`src/ex_macros.svh`:
```
`ifndef EX_MACROS_SVH
`define EX_MACROS_SVH

// datapath and address width
`define EX_XLEN 64
// register file index
`define EX_REG_ADDR_W 5
`define EX_FUNCT3_W 3
// full shift amount, word forms use one bit less
`define EX_SHAMT_W 6
`define EX_WORD_W 32
// sequential pc step
`define EX_INST_BYTES 4
// funct7[5] as seen through the decoded immediate
`define EX_SUB_BIT 10
// sign of the b-type offset, set means backward
`define EX_BR_DIR_BIT 12

`endif

```
`src/ex_pkg.sv`:
```
`default_nettype none

package ex_pkg;

    `include "ex_macros.svh"

    typedef logic [`EX_XLEN-1:0]       xlen_t;
    typedef logic [`EX_REG_ADDR_W-1:0] reg_addr_t;
    typedef logic [`EX_FUNCT3_W-1:0]   funct3_t;

    // instruction class as decoded upstream
    typedef enum logic [3:0] {
        cls_lui, cls_auipc, cls_jal, cls_jalr, cls_branch, cls_load,
        cls_store, cls_op_imm, cls_op, cls_op_imm_w, cls_op_w, cls_none
    } op_class_e;

    typedef enum logic [3:0] {
        alu_add, alu_sub, alu_slt, alu_sltu, alu_and,
        alu_or, alu_xor, alu_sll, alu_srl, alu_sra
    } alu_op_e;

    // decode to execute
    typedef struct packed {
        xlen_t     pc;
        op_class_e op_class;
        funct3_t   funct3;
        reg_addr_t rd;
        reg_addr_t rs1;
        reg_addr_t rs2;
        xlen_t     src_a;
        xlen_t     src_b;
        xlen_t     imm;
    } ex_req_t;

    // execute to memory
    typedef struct packed {
        xlen_t     pc;
        op_class_e op_class;
        funct3_t   funct3;
        reg_addr_t rd;
        reg_addr_t rs2;
        xlen_t     alu_out;
        xlen_t     store_data;
    } ex_resp_t;

    // writeback seen from a later stage
    typedef struct packed {
        logic      writing;
        reg_addr_t rd;
        xlen_t     data;
    } fwd_src_t;

    typedef struct packed {
        logic  pc_update;
        xlen_t dnpc;
    } redirect_t;

endpackage

`default_nettype wire

```
`src/ex_alu.sv`:
```
`timescale 1ns/1ns
`default_nettype none
`include "ex_macros.svh"

module ex_alu import ex_pkg::*; (
    input  alu_op_e alu_op,
    input  xlen_t   operand_a,
    input  xlen_t   operand_b,
    input  logic    word_op,
    input  logic    word_rshift,
    output xlen_t   result,
    output xlen_t   alu_out
);

    logic [`EX_SHAMT_W-1:0] shamt;
    logic [`EX_WORD_W-1:0]  hi_word;
    logic [`EX_WORD_W-1:0]  lo_word;

    // operand_b already masked for shifts upstream
    assign shamt = operand_b[`EX_SHAMT_W-1:0];

    always_comb begin
        case (alu_op)
            alu_sub:  result = operand_a - operand_b;
            alu_slt:  result = `EX_XLEN'($signed(operand_a) < $signed(operand_b));
            alu_sltu: result = `EX_XLEN'(operand_a < operand_b);
            alu_and:  result = operand_a & operand_b;
            alu_or:   result = operand_a | operand_b;
            alu_xor:  result = operand_a ^ operand_b;
            alu_sll:  result = operand_a << shamt;
            alu_srl:  result = operand_a >> shamt;
            // sign of a word operand already sits at bit 63
            alu_sra:  result = xlen_t'($signed(operand_a) >>> shamt);
            default:  result = operand_a + operand_b;
        endcase
    end

    assign hi_word = result[`EX_XLEN-1:`EX_WORD_W];
    assign lo_word = result[`EX_WORD_W-1:0];

    // word results sign extend, right shifts land in the top half
    always_comb begin
        if (word_rshift) begin
            alu_out = {{`EX_WORD_W{hi_word[`EX_WORD_W-1]}}, hi_word};
        end else if (word_op) begin
            alu_out = {{`EX_WORD_W{lo_word[`EX_WORD_W-1]}}, lo_word};
        end else begin
            alu_out = result;
        end
    end

endmodule

`default_nettype wire

```
`src/ex_branch.sv`:
```
`timescale 1ns/1ns
`default_nettype none
`include "ex_macros.svh"

module ex_branch import ex_pkg::*; (
    input  ex_req_t   req,
    input  xlen_t     src1,
    input  xlen_t     src2,
    input  xlen_t     diff,
    input  logic      fire,
    output redirect_t redirect
);

    logic taken;
    logic backward;
    logic is_jump;
    logic is_branch;

    // fetch predicted taken exactly when the offset is negative
    assign backward  = req.imm[`EX_BR_DIR_BIT];
    assign is_jump   = (req.op_class == cls_jal) || (req.op_class == cls_jalr);
    assign is_branch = (req.op_class == cls_branch);

    always_comb begin
        case (req.funct3)
            3'b000:  taken = (diff == '0);
            3'b001:  taken = (diff != '0);
            3'b100:  taken = $signed(src1) < $signed(src2);
            3'b101:  taken = $signed(src1) >= $signed(src2);
            3'b110:  taken = src1 < src2;
            3'b111:  taken = src1 >= src2;
            default: taken = 1'b0;
        endcase
    end

    // jumps always redirect, branches only on mispredict
    assign redirect.pc_update = fire && (is_jump || (is_branch && (taken != backward)));

    always_comb begin
        if (req.op_class == cls_jalr) begin
            redirect.dnpc = src1 + req.imm;
        end else if ((req.op_class == cls_jal) || (is_branch && taken && !backward)) begin
            redirect.dnpc = req.pc + req.imm;
        end else begin
            // backward branch that fell through
            redirect.dnpc = req.pc + `EX_XLEN'(`EX_INST_BYTES);
        end
    end

endmodule

`default_nettype wire

```
`src/ex_forward.sv`:
```
`timescale 1ns/1ns
`default_nettype none

module ex_forward import ex_pkg::*; (
    input  ex_req_t  req,
    input  fwd_src_t mem_fwd,
    input  fwd_src_t wb_fwd,
    output xlen_t    src1,
    output xlen_t    src2
);

    logic uses_rs2;

    // youngest writer first, x0 never bypassed
    function automatic xlen_t pick(input reg_addr_t rs, input xlen_t regval,
                                   input fwd_src_t mem_src, input fwd_src_t wb_src);
        logic hit_mem;
        logic hit_wb;
        hit_mem = mem_src.writing && (mem_src.rd == rs) && (rs != '0);
        hit_wb  = wb_src.writing && (wb_src.rd == rs) && (rs != '0);
        if (hit_mem) begin
            return mem_src.data;
        end else if (hit_wb) begin
            return wb_src.data;
        end
        return regval;
    endfunction

    // only these classes actually read rs2
    assign uses_rs2 = (req.op_class == cls_branch) || (req.op_class == cls_store) ||
                      (req.op_class == cls_op) || (req.op_class == cls_op_w);

    assign src1 = pick(req.rs1, req.src_a, mem_fwd, wb_fwd);
    // stale rs2 field in i-type must not pull bypass data
    assign src2 = uses_rs2 ? pick(req.rs2, req.src_b, mem_fwd, wb_fwd) : req.src_b;

endmodule

`default_nettype wire

```
`src/ex_operand_sel.sv`:
```
`timescale 1ns/1ns
`default_nettype none
`include "ex_macros.svh"

module ex_operand_sel import ex_pkg::*; (
    input  ex_req_t req,
    input  xlen_t   src1,
    input  xlen_t   src2,
    output alu_op_e alu_op,
    output xlen_t   operand_a,
    output xlen_t   operand_b,
    output logic    word_rshift
);

    logic arith;
    logic word;
    logic is_shift;
    logic sub_bit;

    assign arith    = (req.op_class == cls_op_imm) || (req.op_class == cls_op);
    assign word     = (req.op_class == cls_op_imm_w) || (req.op_class == cls_op_w);
    assign is_shift = (arith || word) && (req.funct3[1:0] == 2'b01);
    assign sub_bit  = req.imm[`EX_SUB_BIT];

    // srlw/sraw shift the low word from the top half
    assign word_rshift = word && (req.funct3 == 3'b101);

    always_comb begin
        case (req.op_class)
            cls_lui:                     operand_a = '0;
            cls_auipc, cls_jal, cls_jalr: operand_a = req.pc;
            default: begin
                operand_a = word_rshift ? {src1[`EX_WORD_W-1:0], {`EX_WORD_W{1'b0}}} : src1;
            end
        endcase
    end

    always_comb begin
        if ((req.op_class == cls_jal) || (req.op_class == cls_jalr)) begin
            // link value pc + step
            operand_b = `EX_XLEN'(`EX_INST_BYTES);
        end else if (is_shift) begin
            // masked shift amount, 5 bits for word forms
            case (req.op_class)
                cls_op:       operand_b = `EX_XLEN'(src2[`EX_SHAMT_W-1:0]);
                cls_op_w:     operand_b = `EX_XLEN'(src2[`EX_SHAMT_W-2:0]);
                cls_op_imm_w: operand_b = `EX_XLEN'(req.imm[`EX_SHAMT_W-2:0]);
                default:      operand_b = `EX_XLEN'(req.imm[`EX_SHAMT_W-1:0]);
            endcase
        end else begin
            case (req.op_class)
                cls_lui, cls_auipc, cls_load, cls_store,
                cls_op_imm, cls_op_imm_w: operand_b = req.imm;
                default:                  operand_b = src2;
            endcase
        end
    end

    // alu operation from class and funct3
    always_comb begin
        alu_op = alu_add;
        if (req.op_class == cls_branch) begin
            alu_op = alu_sub;
        end else if (arith || word) begin
            case (req.funct3)
                // sub only exists in register form
                3'b000: alu_op = ((req.op_class == cls_op || req.op_class == cls_op_w)
                                  && sub_bit) ? alu_sub : alu_add;
                3'b001: alu_op = alu_sll;
                3'b101: alu_op = sub_bit ? alu_sra : alu_srl;
                3'b010: alu_op = word ? alu_add : alu_slt;
                3'b011: alu_op = word ? alu_add : alu_sltu;
                3'b100: alu_op = word ? alu_add : alu_xor;
                3'b110: alu_op = word ? alu_add : alu_or;
                default: alu_op = word ? alu_add : alu_and;
            endcase
        end
    end

endmodule

`default_nettype wire

```
`src/ex_stage_reg.sv`:
```
`timescale 1ns/1ns
`default_nettype none

module ex_stage_reg import ex_pkg::*; (
    input  wire     clk,
    input  wire     rst_n,
    input  logic    flush,
    input  logic    load,
    input  logic    in_valid,
    input  ex_req_t in_req,
    output logic    valid,
    output ex_req_t req
);

    // id/ex pipeline register
    // flush takes priority over a held stall
    always_ff @(posedge clk) begin
        if (!rst_n || flush) begin
            valid <= 1'b0;
            req   <= '0;
        end else if (load) begin
            // a bubble still loads, clearing valid
            valid <= in_valid;
            req   <= in_req;
        end
        // otherwise hold for downstream back-pressure
    end

endmodule

`default_nettype wire

```
`src/ex_unit.sv`:
```
`timescale 1ns/1ns
`default_nettype none

module ex_unit import ex_pkg::*; (
    input  wire       clk,
    input  wire       rst_n,
    input  logic      flush,
    input  logic      valid_id_ex,
    input  ex_req_t   req,
    input  logic      ready_ex_mem,
    input  fwd_src_t  mem_fwd,
    input  fwd_src_t  wb_fwd,
    output logic      ready_id_ex,
    output logic      valid_ex_mem,
    output ex_resp_t  resp,
    output redirect_t redirect
);

    ex_req_t ex_req;
    xlen_t   src1;
    xlen_t   src2;
    alu_op_e alu_op;
    xlen_t   operand_a;
    xlen_t   operand_b;
    logic    word_rshift;
    logic    word_op;
    xlen_t   result;
    xlen_t   alu_out;
    logic    fire;

    // no multi-cycle units, ready passes straight through
    assign ready_id_ex = ready_ex_mem;
    assign fire        = valid_ex_mem && ready_ex_mem;
    assign word_op     = (ex_req.op_class == cls_op_imm_w) || (ex_req.op_class == cls_op_w);

    ex_stage_reg stage_reg_i (
        .clk      (clk),
        .rst_n    (rst_n),
        .flush    (flush),
        .load     (ready_id_ex),
        .in_valid (valid_id_ex),
        .in_req   (req),
        .valid    (valid_ex_mem),
        .req      (ex_req)
    );

    ex_forward forward_i (
        .req     (ex_req),
        .mem_fwd (mem_fwd),
        .wb_fwd  (wb_fwd),
        .src1    (src1),
        .src2    (src2)
    );

    ex_operand_sel operand_sel_i (
        .req         (ex_req),
        .src1        (src1),
        .src2        (src2),
        .alu_op      (alu_op),
        .operand_a   (operand_a),
        .operand_b   (operand_b),
        .word_rshift (word_rshift)
    );

    ex_alu alu_i (
        .alu_op      (alu_op),
        .operand_a   (operand_a),
        .operand_b   (operand_b),
        .word_op     (word_op),
        .word_rshift (word_rshift),
        .result      (result),
        .alu_out     (alu_out)
    );

    // branch compare reuses the alu subtract
    ex_branch branch_i (
        .req      (ex_req),
        .src1     (src1),
        .src2     (src2),
        .diff     (result),
        .fire     (fire),
        .redirect (redirect)
    );

    // store data is the bypassed rs2
    assign resp.pc         = ex_req.pc;
    assign resp.op_class   = ex_req.op_class;
    assign resp.funct3     = ex_req.funct3;
    assign resp.rd         = ex_req.rd;
    assign resp.rs2        = ex_req.rs2;
    assign resp.alu_out    = alu_out;
    assign resp.store_data = src2;

endmodule

`default_nettype wire

```
`config.mk`:
```
export PLATFORM = sky130hd
export DESIGN_NAME = ex_unit
export DESIGN_NICKNAME = d
export VERILOG_FILES = /design/src/ex_pkg.sv /design/src/ex_alu.sv /design/src/ex_branch.sv /design/src/ex_forward.sv /design/src/ex_operand_sel.sv /design/src/ex_stage_reg.sv /design/src/ex_unit.sv
export VERILOG_INCLUDE_DIRS = /design/src
export SDC_FILE = /design/constraint.sdc
export NUM_CORES = 2
export LEC_CHECK = 0
export ABC_AREA = 1
export ABC_CLOCK_PERIOD_IN_PS = 6700
export BUFFER_PORTS_ARGS = -buffer_cell sky130_fd_sc_hd__clkbuf_2
export CAP_MARGIN = 20
export CORE_AREA = 2 2 385 387
export DETAILED_ROUTE_END_ITERATION = 10
export DIE_AREA = 0 0 387 389
export PLACE_DENSITY = 0.56
export SLEW_MARGIN = 20
export SYNTH_ARGS = -nofsm -noshare
export SYNTH_HDL_FRONTEND = slang
export SYNTH_SLANG_ARGS = --single-unit
export TNS_END_PERCENT = 10
```
`constraint.sdc`:
```
create_clock -name clk -period 6.7 [get_ports clk]
set_input_delay 1.005 -clock clk [delete_from_list [all_inputs] [get_ports clk]]
set_output_delay 1.005 -clock clk [all_outputs]
set_load 0.05 [all_outputs]
```
==> impl_metrics.toml <==
[clocking]
cts_buffers = 36
cts_root_buf = "clkbuf_16"
clk_latency_ns = 0.65
cts.clk_slew.worst_paths_ns = 0.06
cts_tree = "done"
clock-sinks = 279
htreeDepth = 2
clockBufferDepth = 3

[power_and_ir_drop]
p_sw_mw = 6.56
p_leak_nw = 41.9
totalPowerFinal_mw = 13.0
switching_share_pct = 50.4
ir_drop_mv = 0.192
p_clk_share_pct = 18.1
p_per_area_mw_per_mm2 = 162
power_frac_seq_pct = 13.6
pwr-share-comb_pct = 68.3
intPower_mw = 6.45

[setup_path]
worstPathArrival_ns = 7.56
critPathBufInv = 11
cp-end-kind = "primary output"
cpPeakStageDelay_ns = 0.34
crit_cells = 44
worst_path_dominant_cell_family = "simple AND/OR/NAND/NOR gates"
reg2reg_depth = 3
required_ns = 5.69
cp_common_cell = "nand2_1"
critPathSlowestCell = "ha_4"
start_kind = "input port"
path_max_fanout = 10
criticalPathCategory = "in2out"

[detailed_routing]
drc = 0
vias_per_cell = 5.75
num_vias = 78600
drtPass1Iterations = 9
ant_nets = 0
wire_per_inst_um = 29.1
wl_mm = 398
drtIter0Drc = 10300

[synthesis]
async_flop_share_pct = 0
netlist_area_mm2 = 0.0494
ys_seq_elements = 279
syn-instance-count = 9071
synth.top_cell.area_share_pct = 19.2
syn_nets = 9882
synth_ff_type = "dfxtp_1"
netlist_top_cells_area = "nand2_1 (19%), nand3_1 (13%), dfxtp_1 (11%)"
synth-edff-count = 0
ys_seq_area_share_pct = 11.3
ys_warn_count = 0
synth_common_cells = "nand2_1 (2520), nand3_1 (1290), inv_1 (1013)"
syn_area_per_cell_um2 = 5.44
yosysTopAreaCell = "nand2_1"
ys_types = 63
synth_most_common_cell = "nand2_1"

[sta]
min_period_ns = 8.57
rsz0062_at_grt = "yes"
setup_ws_ns = -1.87
period_share_pct = 128
hold_viol = 0
fmax_mhz = 117
setup-violations-final = 129
clock_skew_ns = 0
drv_slew = 0
maxSlewHeadroom_pct = 29.8
tightest_slew_ns = 1.05

[global_route]
grt_pass1_wl_mm = 537
grt_pass1_vias = 73900
track_usage_pct = 49.7
overflow = 0
antenna_found_initial = 18
grt_max_degree = 170

[worst_hold_path]
holdPathStages = 2
hold_class = "reg2reg"

[finish]
filler_cell_count = 14800
fin_cells = 13700
fin_nets = 12500
final_cell_area_mm2 = 0.0804
drive_gt1_share_pct = 36.1
area_delta_synth_final_pct = 62.9

[placement]
hpwl_mm = 329
io_buffers = 698
gp_congestion = 1.13
postPlaceCellArea_mm2 = 0.0731
place_inst = 13400

[status]
violations = "negative setup slack"
outcome = "finished with violations"

[floorplan]
die_w_um = 387
die_h_um = 389
core_mm2 = 0.147
ios = 699
placementRows = 141
dieArea_mm2 = 0.151
start_util_pct = 33.7

[flow_run]
cap_violations = 0
-- worst paths after layout --
path                                     startpoint                                end  slack, ns
hold reg to reg    stage_reg_i.req[93]$_SDFFE_PP0P_   stage_reg_i.req[93]$_SDFFE_PP0P_       0.47
setup reg to reg  stage_reg_i.req[264]$_SDFFE_PP0P_  stage_reg_i.req[264]$_SDFFE_PP0P_       5.29
setup / recovery                         wb_fwd[68]                       redirect[46]      -1.87
hold / removal     stage_reg_i.req[93]$_SDFFE_PP0P_   stage_reg_i.req[93]$_SDFFE_PP0P_       0.47
-- through the flow --
| step | hold WS, ns | setup TNS (ns) | utilization (%) | setup WS [ns] |
|---|---|---|---|---|
| global placement | 0.448 | -250.58 | 49.8 | -2.82 |
| finish | 0.468 | -183.65 | 54.9 | -1.87 |
| CTS | 0.465 | -176.25 | 52.3 | -1.77 |
| detailed placement | 0.454 | -251.86 | 49.8 | -2.86 |
| floorplan | 0.436 | -20.07 | - | -0.318 |
| global route | 0.482 | -209.56 | 54.8 | -2.04 |
-- logic make-up (layout without fill, tap and decap cells) --
group,after synthesis,in the layout,share of synthesized area [%]
other cells,0,12,0
xor+xnor,153,153,2.71
fa+ha+maj,388,388,9.90
buf+inv,1597,4251,13.5
simple gates,4958,4960,43.0
mux,24,24,0.487
compound gates,1672,1672,19.1
flops,279,279,11.3
-- area by class of cell --
cell class | count | area, um^2 | share of cell area, %
Multi-Input combinational cell | 7197 | 42100 | 52.4
Timing Repair Buffer | 3133 | 24800 | 30.9
Sequential cell | 279 | 5600 | 6.96
Inverter | 1053 | 4080 | 5.07
Tap cell | 1930 | 2410 | 3.00
Clock buffer | 43 | 967 | 1.20
Clock inverter | 22 | 389 | 0.484
Antenna cell | 12 | 30.0 | 0.0373
-- power by group through the flow --
| stage | Combinational, mW | Sequential, mW | Clock (mW) |
|---|---|---|---|
| floorplan | 3.66 | 1.80 | 0 |
| global placement | 7.86 | 1.80 | 0 |
| detailed placement | 7.88 | 1.80 | 0 |
| CTS | 8.16 | 1.77 | 2.34 |
| global route | 9.22 | 1.77 | 2.40 |
| finish | 8.88 | 1.77 | 2.36 |
-- timing repair --
action / 4_1_cts / 5_1_grt
gates resized for setup: 389 / 760
pin swaps: 89 / 267
setup endpoints to repair: 129 / 129
hold buffers: 0 / 0
cloned: 5 / 11
buffers inserted: 59 / 84
-- metal layers --
| layer | routed length (um) | vias up | GRT usage, % | share of wire, % |
|---|---|---|---|---|
| met5 | 90 | - | 0 | 0.023 |
| met4 | 49600 | 14 | 49.2 | 12 |
| met3 | 41500 | 1556 | 11.2 | 10 |
| met2 | 165000 | 5300 | 75.8 | 42 |
| met1 | 141000 | 36600 | 56.7 | 36 |
| li1 | - | 35200 | - | - |
-- flip-flops by register name, summed over array words and instances (netlist names) --
| signal | count |
|---|---|
| stage_reg_i.req | 278 |
| stage_reg_i.valid | 1 |
-- placed cells by master (no fill, tap or decap), types with 49 or more instances in the layout --
master / Yosys / routed
a211oi_1: 133 / 131
a21oi_1: 710 / 617
a21oi_2: 1 / 65
buf_12: 0 / 167
buf_4: 99 / 2256
buf_6: 17 / 50
clkbuf_2: 0 / 579
dfxtp_1: 279 / 273
ha_1: 384 / 327
ha_4: 0 / 52
inv_1: 1013 / 929
inv_2: 30 / 76
nand2_1: 2520 / 2316
nand2_2: 10 / 148
nand2_4: 1 / 61
nand3_1: 1290 / 1182
nand3_2: 14 / 96
nand4_1: 79 / 79
nor2_1: 782 / 648
nor2_2: 13 / 100
nor2_4: 4 / 51
nor3_1: 64 / 56
o21ai_0: 496 / 336
o21ai_1: 52 / 101
o21ai_2: 4 / 49
o21ai_4: 0 / 66
or2_2: 80 / 78
xor2_1: 118 / 115
-- tightest hold or removal path: stages (launching register included) --
cell	delay, ns
dfxtp_1	0.31
nand2_1	0.06
a21oi_1	0.05
(Power assumes the default switching activity.)
